**src/source/ln_stats_pkg.sv**
```systemverilog
package ln_stats_pkg;

    // beat geometry
    localparam int lane_count = 8;
    localparam int beats_per_vector = 4;

    // 32 elements per vector, divide by shift
    localparam int vector_shift = 5;

    // register stages inside the eight-lane adder tree
    localparam int tree_latency = 2;

    // one input lane
    typedef logic signed [7:0] data_t;

    // one lane squared, (-128)^2 still fits
    typedef logic signed [15:0] square_t;

    // vector totals
    typedef logic signed [31:0] acc_t;

    // results
    typedef logic signed [7:0] mean_t;
    typedef logic [15:0] var_t;

    // position of a beat inside its vector
    typedef logic [1:0] beat_cnt_t;

endpackage

```
**src/source/beat_if.sv**
```systemverilog
interface beat_if;
    import ln_stats_pkg::*;

    data_t [lane_count-1:0] lanes;
    square_t [lane_count-1:0] squares;
    logic valid;
    logic last;
    logic first;

    modport producer (
        output lanes,
        output squares,
        output valid,
        output last,
        output first
    );

    modport consumer (
        input lanes,
        input squares,
        input valid,
        input last,
        input first
    );

endinterface

```
**src/source/beat_capture.sv**
```systemverilog
module beat_capture (
    input  logic clk,
    input  logic rstn,
    input  ln_stats_pkg::data_t [ln_stats_pkg::lane_count-1:0] in_data,
    input  logic in_valid,
    beat_if.producer beat
);
    import ln_stats_pkg::*;

    beat_cnt_t beat_cnt;

    // beat position, counting starts at reset
    always_ff @(posedge clk or negedge rstn) begin
        if (!rstn) begin
            beat_cnt <= '0;
            beat.valid <= 1'b0;
            beat.first <= 1'b0;
            beat.last <= 1'b0;
        end else begin
            beat.valid <= in_valid;
            beat.first <= in_valid && (beat_cnt == '0);
            beat.last <= in_valid && (beat_cnt == beat_cnt_t'(beats_per_vector - 1));
            if (in_valid) begin
                if (beat_cnt == beat_cnt_t'(beats_per_vector - 1)) begin
                    beat_cnt <= '0;
                end else begin
                    beat_cnt <= beat_cnt + 1'b1;
                end
            end
        end
    end

    // lanes and their squares, held until the next valid beat
    always_ff @(posedge clk) begin
        if (in_valid) begin
            beat.lanes <= in_data;
            for (int i = 0; i < lane_count; i++) begin
                beat.squares[i] <= square_t'(in_data[i]) * square_t'(in_data[i]);
            end
        end
    end

    // both reducers key their vector boundary off last
    last_needs_valid: assert property (
        @(posedge clk) disable iff (!rstn)
        beat.last |-> beat.valid
    );

endmodule

```
**src/source/lane_reduce_acc.sv**
```systemverilog
module lane_reduce_acc #(
    parameter type lane_type = ln_stats_pkg::data_t,
    parameter bit use_squares = 1'b0
) (
    input  logic clk,
    input  logic rstn,
    beat_if.consumer beat,
    output ln_stats_pkg::acc_t total,
    output logic done
);
    import ln_stats_pkg::*;

    lane_type lane_sel [lane_count];
    lane_type lane_r [lane_count];
    acc_t level1 [lane_count/2];
    acc_t level2 [lane_count/4];
    acc_t level2_r [lane_count/4];
    acc_t tree_sum;
    acc_t acc;
    logic s0_valid;
    logic s0_first;
    logic s0_last;
    logic s1_valid;
    logic s1_first;
    logic s1_last;

    // pick the field this instance reduces
    if (use_squares) begin : g_squares
        always_comb begin
            for (int i = 0; i < lane_count; i++) begin
                lane_sel[i] = lane_type'(beat.squares[i]);
            end
        end
    end else begin : g_lanes
        always_comb begin
            for (int i = 0; i < lane_count; i++) begin
                lane_sel[i] = lane_type'(beat.lanes[i]);
            end
        end
    end

    // input level register
    always_ff @(posedge clk) begin
        if (beat.valid) begin
            lane_r <= lane_sel;
        end
    end

    // levels one and two are combinational
    always_comb begin
        for (int j = 0; j < lane_count/2; j++) begin
            level1[j] = acc_t'(lane_r[2*j]) + acc_t'(lane_r[2*j+1]);
        end
        for (int k = 0; k < lane_count/4; k++) begin
            level2[k] = level1[2*k] + level1[2*k+1];
        end
    end

    // register after level two
    always_ff @(posedge clk) begin
        if (s0_valid) begin
            level2_r <= level2;
        end
    end

    assign tree_sum = level2_r[0] + level2_r[1];

    // beat flags follow the tree registers
    always_ff @(posedge clk or negedge rstn) begin
        if (!rstn) begin
            s0_valid <= 1'b0;
            s0_first <= 1'b0;
            s0_last <= 1'b0;
            s1_valid <= 1'b0;
            s1_first <= 1'b0;
            s1_last <= 1'b0;
        end else begin
            s0_valid <= beat.valid;
            s0_first <= beat.first;
            s0_last <= beat.last;
            s1_valid <= s0_valid;
            s1_first <= s0_first;
            s1_last <= s0_last;
        end
    end

    // first beat reloads, so the next vector can follow with no gap
    always_ff @(posedge clk or negedge rstn) begin
        if (!rstn) begin
            acc <= '0;
            done <= 1'b0;
        end else begin
            done <= s1_valid && s1_last;
            if (s1_valid) begin
                acc <= s1_first ? tree_sum : acc + tree_sum;
            end
        end
    end

    assign total = acc;

    done_single_pulse: assert property (
        @(posedge clk) disable iff (!rstn)
        done |=> !done
    );

endmodule

```
**src/source/stats_combine.sv**
```systemverilog
module stats_combine (
    input  logic clk,
    input  logic rstn,
    input  ln_stats_pkg::acc_t sum,
    input  logic sum_done,
    input  ln_stats_pkg::acc_t sumsq,
    input  logic sumsq_done,
    output ln_stats_pkg::mean_t stats_mean,
    output ln_stats_pkg::var_t stats_var,
    output logic stats_valid
);
    import ln_stats_pkg::*;

    acc_t mean_wide;
    mean_t mean_next;
    acc_t sumsq_div;
    acc_t mean_sq;
    acc_t var_diff;
    var_t var_next;

    // floor division for both moments, then E[x^2] - mean^2
    always_comb begin
        mean_wide = sum >>> vector_shift;
        mean_next = mean_t'(mean_wide);
        sumsq_div = sumsq >>> vector_shift;
        mean_sq = acc_t'(mean_next) * acc_t'(mean_next);
        var_diff = sumsq_div - mean_sq;
        // floored mean can push this below zero
        var_next = (var_diff < 0) ? '0 : var_t'(var_diff);
    end

    always_ff @(posedge clk or negedge rstn) begin
        if (!rstn) begin
            stats_valid <= 1'b0;
        end else begin
            stats_valid <= sum_done && sumsq_done;
        end
    end

    always_ff @(posedge clk) begin
        if (sum_done) begin
            stats_mean <= mean_next;
            stats_var <= var_next;
        end
    end

    // the two reducers run in lockstep
    reducers_aligned: assert property (
        @(posedge clk) disable iff (!rstn)
        sum_done == sumsq_done
    );

endmodule

```
**src/source/ln_stats_top.sv**
```systemverilog
module ln_stats_top (
    input  logic clk,
    input  logic rstn,
    input  logic [ln_stats_pkg::lane_count*8-1:0] in_data,
    input  logic in_valid,
    output ln_stats_pkg::mean_t stats_mean,
    output ln_stats_pkg::var_t stats_var,
    output logic stats_valid
);
    import ln_stats_pkg::*;

    acc_t sum_total;
    acc_t sumsq_total;
    logic sum_done;
    logic sumsq_done;

    beat_if beat ();

    beat_capture u_capture (
        .clk      (clk),
        .rstn     (rstn),
        .in_data  (in_data),
        .in_valid (in_valid),
        .beat     (beat.producer)
    );

    lane_reduce_acc #(
        .lane_type   (data_t),
        .use_squares (1'b0)
    ) sum_reduce (
        .clk   (clk),
        .rstn  (rstn),
        .beat  (beat.consumer),
        .total (sum_total),
        .done  (sum_done)
    );

    lane_reduce_acc #(
        .lane_type   (square_t),
        .use_squares (1'b1)
    ) sumsq_reduce (
        .clk   (clk),
        .rstn  (rstn),
        .beat  (beat.consumer),
        .total (sumsq_total),
        .done  (sumsq_done)
    );

    stats_combine u_combine (
        .clk         (clk),
        .rstn        (rstn),
        .sum         (sum_total),
        .sum_done    (sum_done),
        .sumsq       (sumsq_total),
        .sumsq_done  (sumsq_done),
        .stats_mean  (stats_mean),
        .stats_var   (stats_var),
        .stats_valid (stats_valid)
    );

endmodule

```
**config.mk**
```make
export PLATFORM = sky130hd
export DESIGN_NAME = ln_stats_top
export DESIGN_NICKNAME = d
export VERILOG_FILES = /design/src/source/ln_stats_pkg.sv /design/src/source/beat_if.sv /design/src/source/beat_capture.sv /design/src/source/lane_reduce_acc.sv /design/src/source/stats_combine.sv /design/src/source/ln_stats_top.sv
export SDC_FILE = /design/constraint.sdc
export NUM_CORES = 2
export LEC_CHECK = 0
export BUFFER_PORTS_ARGS = -buffer_cell sky130_fd_sc_hd__buf_2
export CORE_MARGIN = 3
export CORE_UTILIZATION = 59
export CTS_CLUSTER_DIAMETER = 60
export DETAILED_ROUTE_END_ITERATION = 10
export PLACE_DENSITY = 0.79
export SYNTH_ARGS = -nofsm -noshare
export SYNTH_HDL_FRONTEND = slang
export SYNTH_SLANG_ARGS = --single-unit
```
**constraint.sdc**
```tcl
create_clock -name clk -period 6.8 [get_ports clk]
set_input_delay 0.34 -clock clk [delete_from_list [all_inputs] [get_ports clk]]
set_output_delay 0.34 -clock clk [all_outputs]
set_load 0.05 [all_outputs]
```
### Yosys cells after proc, flatten, opt, wreduce, memory -nomap -nowiden

Index checks and enable logic that the tools add are counted.
Widths: inputs -> output; s select.

| storage, ports and cells | value |
|---|---|
| logic and storage cells | 88 |
| bits in writable memories | 0 |
| bits in latches | 0 |
| memories | 0 |
| flip-flop bits (word level) | 613 |
| bits in read-only memories | 0 |

| cells by class | value |
|---|---|
| shift operators | 0 |
| $mul | 9 |
| reductions and logical operators | 4 |
| multiplexer cells | 3 |
| add/subtract/negate cells | 18 |
| magnitude comparators | 1 |
| div/mod/pow operators | 0 |
| equality and inequality tests | 1 |
| bitwise gates (word level) | 0 |

Operator list:

| kind | count |
|---|---|
| $add 32x32->32 | 8 |
| $mul 8x8->16 | 9 |
| $add 16x16->17 | 4 |
| $mux 32 | 2 |
| $add 8x8->9 | 4 |
| $lt 32x1->1 const B | 1 |
| $sub 27x16->28 | 1 |
| $logic_and 1x1->1 | 3 |
| $add 2x1->2 const B | 1 |
| $eq 2x2->1 const B | 1 |
| $logic_not 2->1 | 1 |
| $mux 2 | 1 |

### Longest topological paths before layout

| logic depth | value |
|---|---|
| word-level depth | 3 |
| mapped depth | 26 |

### Cells and area by module

From an unflattened synthesis, not the netlist that was laid out.

| second synthesis, totals | value |
|---|---|
| cell total of the unflattened synthesis | 4,298 |
| area total of the unflattened synthesis | 47,047.6 um^2 |

Modules (own cells, without submodules):

| module | times used | sequential area each (um^2) | area each (um^2) | cells an instance |
|---|---|---|---|---|
| beat_capture | 1 | 5,410.2 | 23,186.0 | 2,270 |
| lane_reduce_acc (sumsq_reduce) | 1 | 5,900.7 | 11,548.6 | 894 |
| lane_reduce_acc (sum_reduce) | 1 | 3,498.4 | 7,905.1 | 694 |
| stats_combine | 1 | 745.7 | 4,408.0 | 440 |

### Least setup slack after synthesis

Ideal clock, no wire load.

| timing | value |
|---|---|
| path type | flip-flop to flip-flop |
| start point | reg sum_reduce.acc[12], in the netlist sum_reduce.total[12] |
| end point | reg u_combine.stats_var[11], data pin |
| setup time | 0.257 ns |
| arrival | 6.323 ns |
| slack | 0.220 ns |
| buffers on the path | 3 |
| data required time | 6.543 ns |
| stages on the path, launching flop included | 25 |
| clock period less this slack | 6.580 ns |
| cell sequence | dfrtp_1 > clkbuf_1 > clkbuf_1 > nand2_1 > inv_1 > fa_1 > fa_1 > inv_1 > ha_1 > inv_1 > fa_1 > inv_1 > fa_1 > ha_1 > a21o_1 > a21o_1 > a21o_1 > a21o_1 > a221o_1 > a21o_1 > a21oi_1 > o31ai_1 > xnor2_1 > buf_2 > nor2_1 |

| on the way | value |
|---|---|
| word-level cells in the longest chain between the ends | 3 |

RTL lines:

| item | line | text |
|---|---|---|
| from (decl) | lane_reduce_acc.sv:19 | `acc_t acc;` |
| from (signal assigned) | lane_reduce_acc.sv:95 | `acc <= s1_first ? tree_sum : acc + tree_sum;` |
| $mul 8x8->16 * | stats_combine.sv:26 | `mean_sq = acc_t'(mean_next) * acc_t'(mean_next);` |
| $sub 27x16->28 * | stats_combine.sv:27 | `var_diff = sumsq_div - mean_sq;` |
| $lt 32x1->1 | stats_combine.sv:29 | `var_next = (var_diff < 0) ? '0 : var_t'(var_diff);` |
| to (signal assigned) | stats_combine.sv:43 | `stats_var <= var_next;` |
| to (decl) | stats_combine.sv:9 | `output ln_stats_pkg::var_t stats_var,` |

Every way passes the cells marked *; elsewhere a longest branch is shown, timed or not.
A chain may end at the register's enable or synchronous reset.

### Final worst setup path

| timing | value |
|---|---|
| start point | reg sum_reduce.acc[12], in the netlist sum_reduce.total[12] |
| end point | reg u_combine.stats_var[13], data pin |

Same word-level chain as after synthesis.

==> impl_results.md <==
- GRT Overall Usage: approximately 22%
- Pre-Repair DR Iteration Count: 5
- Worst-case register-to-register setup slack: 0.43 ns
- Wire length of the first global-routing pass: roughly 140,000 um
- Tightest Pin Transition: 1.120 ns
- Later-pin clock latency in the skew report: 0.62 ns
- Max-capacitance violation count: 0
- Global placer's final weighted congestion: approximately 0.86
- Worst hold path stage count: 1
- Unrepaired setup endpoints after global routing: false
- Net count after synthesis: between 5,000 and 6,000
- Number of hold violations in the final report: 0
- Max transition margin: 23.20%
- Clock-pin slew on the worst setup and hold paths: ~0.06 ns
- Final net count: 5,226
- Reg-to-Reg End: u_combine.stats_var[13]
- Seq/Total Area, Yosys: 34.06%
- Setup tns final: 0 ns
- P&R area growth vs syn: 7.568%
- Initial antenna violation count: 1
- Critical path's top delay family: adder cells
- Cell with the biggest individual delay on the critical path: sky130_fd_sc_hd__fa_2
- Total number of H-tree levels: 2
- Remaining DRCs: 0
- Vias: 28,710
- Global-route track usage on met1: 29.92%
- Number of buffers added by the clock tree synthesis step: 57
- Yosys Warn Count: 0
- Post-synth EDFFs: 464
- Count of cell types in the netlist: between 70 and 80
- Crit. End Element: register
- Via-per-instance ratio: 5.485
- Most area-hungry cell type in the Yosys netlist: sky130_fd_sc_hd__edfxtp_1
- Proportion of layout cells with a drive suffix above 1: 5.441%
- Maximum number of pins on one net before global-route repair: roughly 160
- Most frequent cells after synthesis: sky130_fd_sc_hd__inv_1, sky130_fd_sc_hd__ha_1, sky130_fd_sc_hd__edfxtp_1
- Area of the mapped netlist: between 40,000 and 50,000 um^2
- Mean area per synthesized cell: around 11 um^2
- Count leader, synth: sky130_fd_sc_hd__inv_1
- Dominant cell type by count on the critical path: sky130_fd_sc_hd__a21o_1
- Overall die width: 282.7 um
- Crit-path max cell delay: 0.67 ns
- Ports: 92
- Vias in the first global route: 29,760
- Synthesized instance count: 4,132
- WP data required: 7.15 ns
- Fin crit period: between 6 and 7 ns
- Critical path data arrival time: 6.71 ns
- DRT Wirelength: between 80,000 and 90,000 um
- Cell at the root of the clock tree: sky130_fd_sc_hd__clkbuf_16
- CTS tree: done
- Hold WC Path Type: input pin to register
- Most instantiated flip-flop cell in the synthesis netlist: sky130_fd_sc_hd__edfxtp_1
- Core Footprint: 75,070 um^2
- Skew final: 0.02772 ns
- Leading cell types by total area after synthesis: sky130_fd_sc_hd__edfxtp_1, sky130_fd_sc_hd__fa_1, sky130_fd_sc_hd__ha_1
- Sum of overflow across all layers after global routing: 0
- Final period utilization: 93.62%
- Port Buffer Count: 91
- Met3 track demand over resource in global routing: 2.105%
- Starting density of the core: 60.16%
- CP startpoint kind: register
- Launch point of the worst hold path: in_data[53]
- Post-DR wirelength/cell: 16.40 um
- Yosys top cell area share: 30.85%
- Count of buffering cells on the critical path with inverters included: 5
- Number of buffers on the longest clock path: 3
- Final number of setup-violating endpoints: 0
- Reg-to-Reg Start: sum_reduce.total[12]
- Global routing usage on met2: 39.60%
- Post-detail-place hpwl: ~67,000 um
- Busiest metal layer after global routing: met2
- Share of async-settable or async-resettable flops after synthesis: 11.11%
- Final count of pins violating max slew: 0
- Setup Crit Path Kind: register to register
- Number of routed nets with antenna violations: 0
- Result of the run: finished, final reports clean
- Maximum fanout count along the critical path: 16
- Floorplan die height: 282.7 um
- Cell breakdown of the critical path: nand2_1, inv_1, fa_1, fa_2, inv_1, ha_1, inv_1, fa_2, clkinvlp_4, fa_1, ha_1, a21o_1, a21o_1, a21o_1, a21o_1, a221o_1, a21o_1, a21oi_1, o31ai_1, xnor2_1, buf_4, nor3_1
- Register bit count reported by yosys: 522
- Overall die area: 79,910 um^2
- Starting DRT DRC Count: 1,662
- Terminating pin of the worst hold path: u_capture.beat.lanes[53]
- Count of standard-cell rows: 100
- Number of clock sinks: 522
- F_max: 157.1 MHz
- Worst reg-to-reg path cell count: 22
==> logic make-up (layout without fill, tap and decap cells) <==
group,Yosys count,count (layout),synth area share [%]
adder cells (fa/ha/maj),939,939,33.66
AND/OR/NAND/NOR,878,878,9.630
buffers and inverters,771,903,6.427
AO/OA/AOI/OAI,654,654,8.990
flip-flops,522,522,34.06
XOR/XNOR,341,341,6.613
multiplexers,27,27,0.6178
other,0,1,0
==> sequential cells by signal, summed over array words and instances (netlist names), 2 cells and up <==
| signal | count |
|---|---|
| sumsq_reduce.level2_r | 62 |
| sumsq_reduce.lane_r | 112 |
| sumsq_reduce.total | 32 |
| u_capture.beat_cnt | 2 |
| u_combine.stats_mean | 8 |
| u_capture.beat.squares | 120 |
| sum_reduce.level2_r | 26 |
| u_capture.beat.lanes | 56 |
| u_combine.stats_var | 16 |
| sum_reduce.lane_r | 64 |
| sum_reduce.total | 13 |
==> repair_timing <==
action | CTS | global route
hold endpoints to repair | 58 | 0
hold buffers | 1 | 0
setup endpoints to repair | 0 | 16
resized for setup | 0 | 3
setup buffers | 0 | 3
==> layout by cell type (no fill, tap or decap), types with 7 or more instances in the layout <==
cell	n
sky130_fd_sc_hd__a211oi_1	11
sky130_fd_sc_hd__nor2_1	206
sky130_fd_sc_hd__o21bai_1	45
sky130_fd_sc_hd__o41ai_1	19
sky130_fd_sc_hd__dfrtp_1	55
sky130_fd_sc_hd__nand3_1	25
sky130_fd_sc_hd__o21a_1	18
sky130_fd_sc_hd__clkinv_2	7
sky130_fd_sc_hd__or3_1	14
sky130_fd_sc_hd__mux2i_1	20
sky130_fd_sc_hd__inv_6	8
sky130_fd_sc_hd__clkbuf_16	57
sky130_fd_sc_hd__nor4_1	7
sky130_fd_sc_hd__o31ai_1	8
sky130_fd_sc_hd__and3_1	27
sky130_fd_sc_hd__o21ai_0	146
sky130_fd_sc_hd__fa_1	458
sky130_fd_sc_hd__a21o_1	86
sky130_fd_sc_hd__xor2_1	81
sky130_fd_sc_hd__nor3_1	49
sky130_fd_sc_hd__nand2_1	224
sky130_fd_sc_hd__ha_1	479
sky130_fd_sc_hd__edfxtp_1	464
sky130_fd_sc_hd__and2_1	166
sky130_fd_sc_hd__o211ai_1	10
sky130_fd_sc_hd__buf_4	15
sky130_fd_sc_hd__inv_1	689
sky130_fd_sc_hd__nor2b_1	83
sky130_fd_sc_hd__buf_2	90
sky130_fd_sc_hd__a21boi_0	18
sky130_fd_sc_hd__nand2b_1	45
sky130_fd_sc_hd__a21oi_1	224
sky130_fd_sc_hd__clkbuf_1	9
sky130_fd_sc_hd__xnor2_1	260
sky130_fd_sc_hd__a31oi_1	12
sky130_fd_sc_hd__or2_2	14
==> per-layer routing <==
layer  wire, um  vias up  share of wire (%)
met5          0        -                  0
met4       1863        0                2.2
met3       3398      117                4.0
met2      42950      542                 50
met1      37610    14130                 44
li1           -    13920                  -
==> layout make-up <==
class	instances	area, um^2
tap	969	1212
fill	5598	26490
inverter	691	2597
antenna	1	2.502
multi-input combinational	2839	26880
sequential	522	15390
timing repair buffer	109	624.3
clock inverter	35	382.9
clock buffer	68	1488
==> metrics by stage <==
step | cell area, um^2 | hold slack, ns | instances | setup slack, ns | utilization (%)
after floorplan | 45160 | 0.04441 | 4132 | 0.2202 | -
after global routing | 48580 | 0.03767 | 5234 | 0.05151 | 64.72
final | 48580 | 0.04382 | 5234 | 0.4340 | 64.72
after CTS | 48550 | 0.01073 | 5230 | 0.3014 | 64.67
after detailed placement | 46670 | 0.3411 | 5126 | 0.3233 | 62.17
after global placement | 46670 | 0.3327 | 5126 | 0.4359 | 62.17
==> how the worst max path moves through the flow <==
stage,startpoint,slack [ns],cells after the start,to
global placement,sum_reduce.total[12],0.44,22,u_combine.stats_var[14]
floorplan,sum_reduce.total[12],0.22,24,u_combine.stats_var[11]
global route,sum_reduce.total[12],0.05,22,u_combine.stats_var[13]
detailed placement,sum_reduce.total[12],0.32,22,u_combine.stats_var[13]
finish,sum_reduce.total[12],0.43,22,u_combine.stats_var[13]
CTS,sum_reduce.total[12],0.30,22,u_combine.stats_var[14]
Power is not shown: default switching activity piles up to over one toggle a cycle in this logic, so the estimate is an artifact.
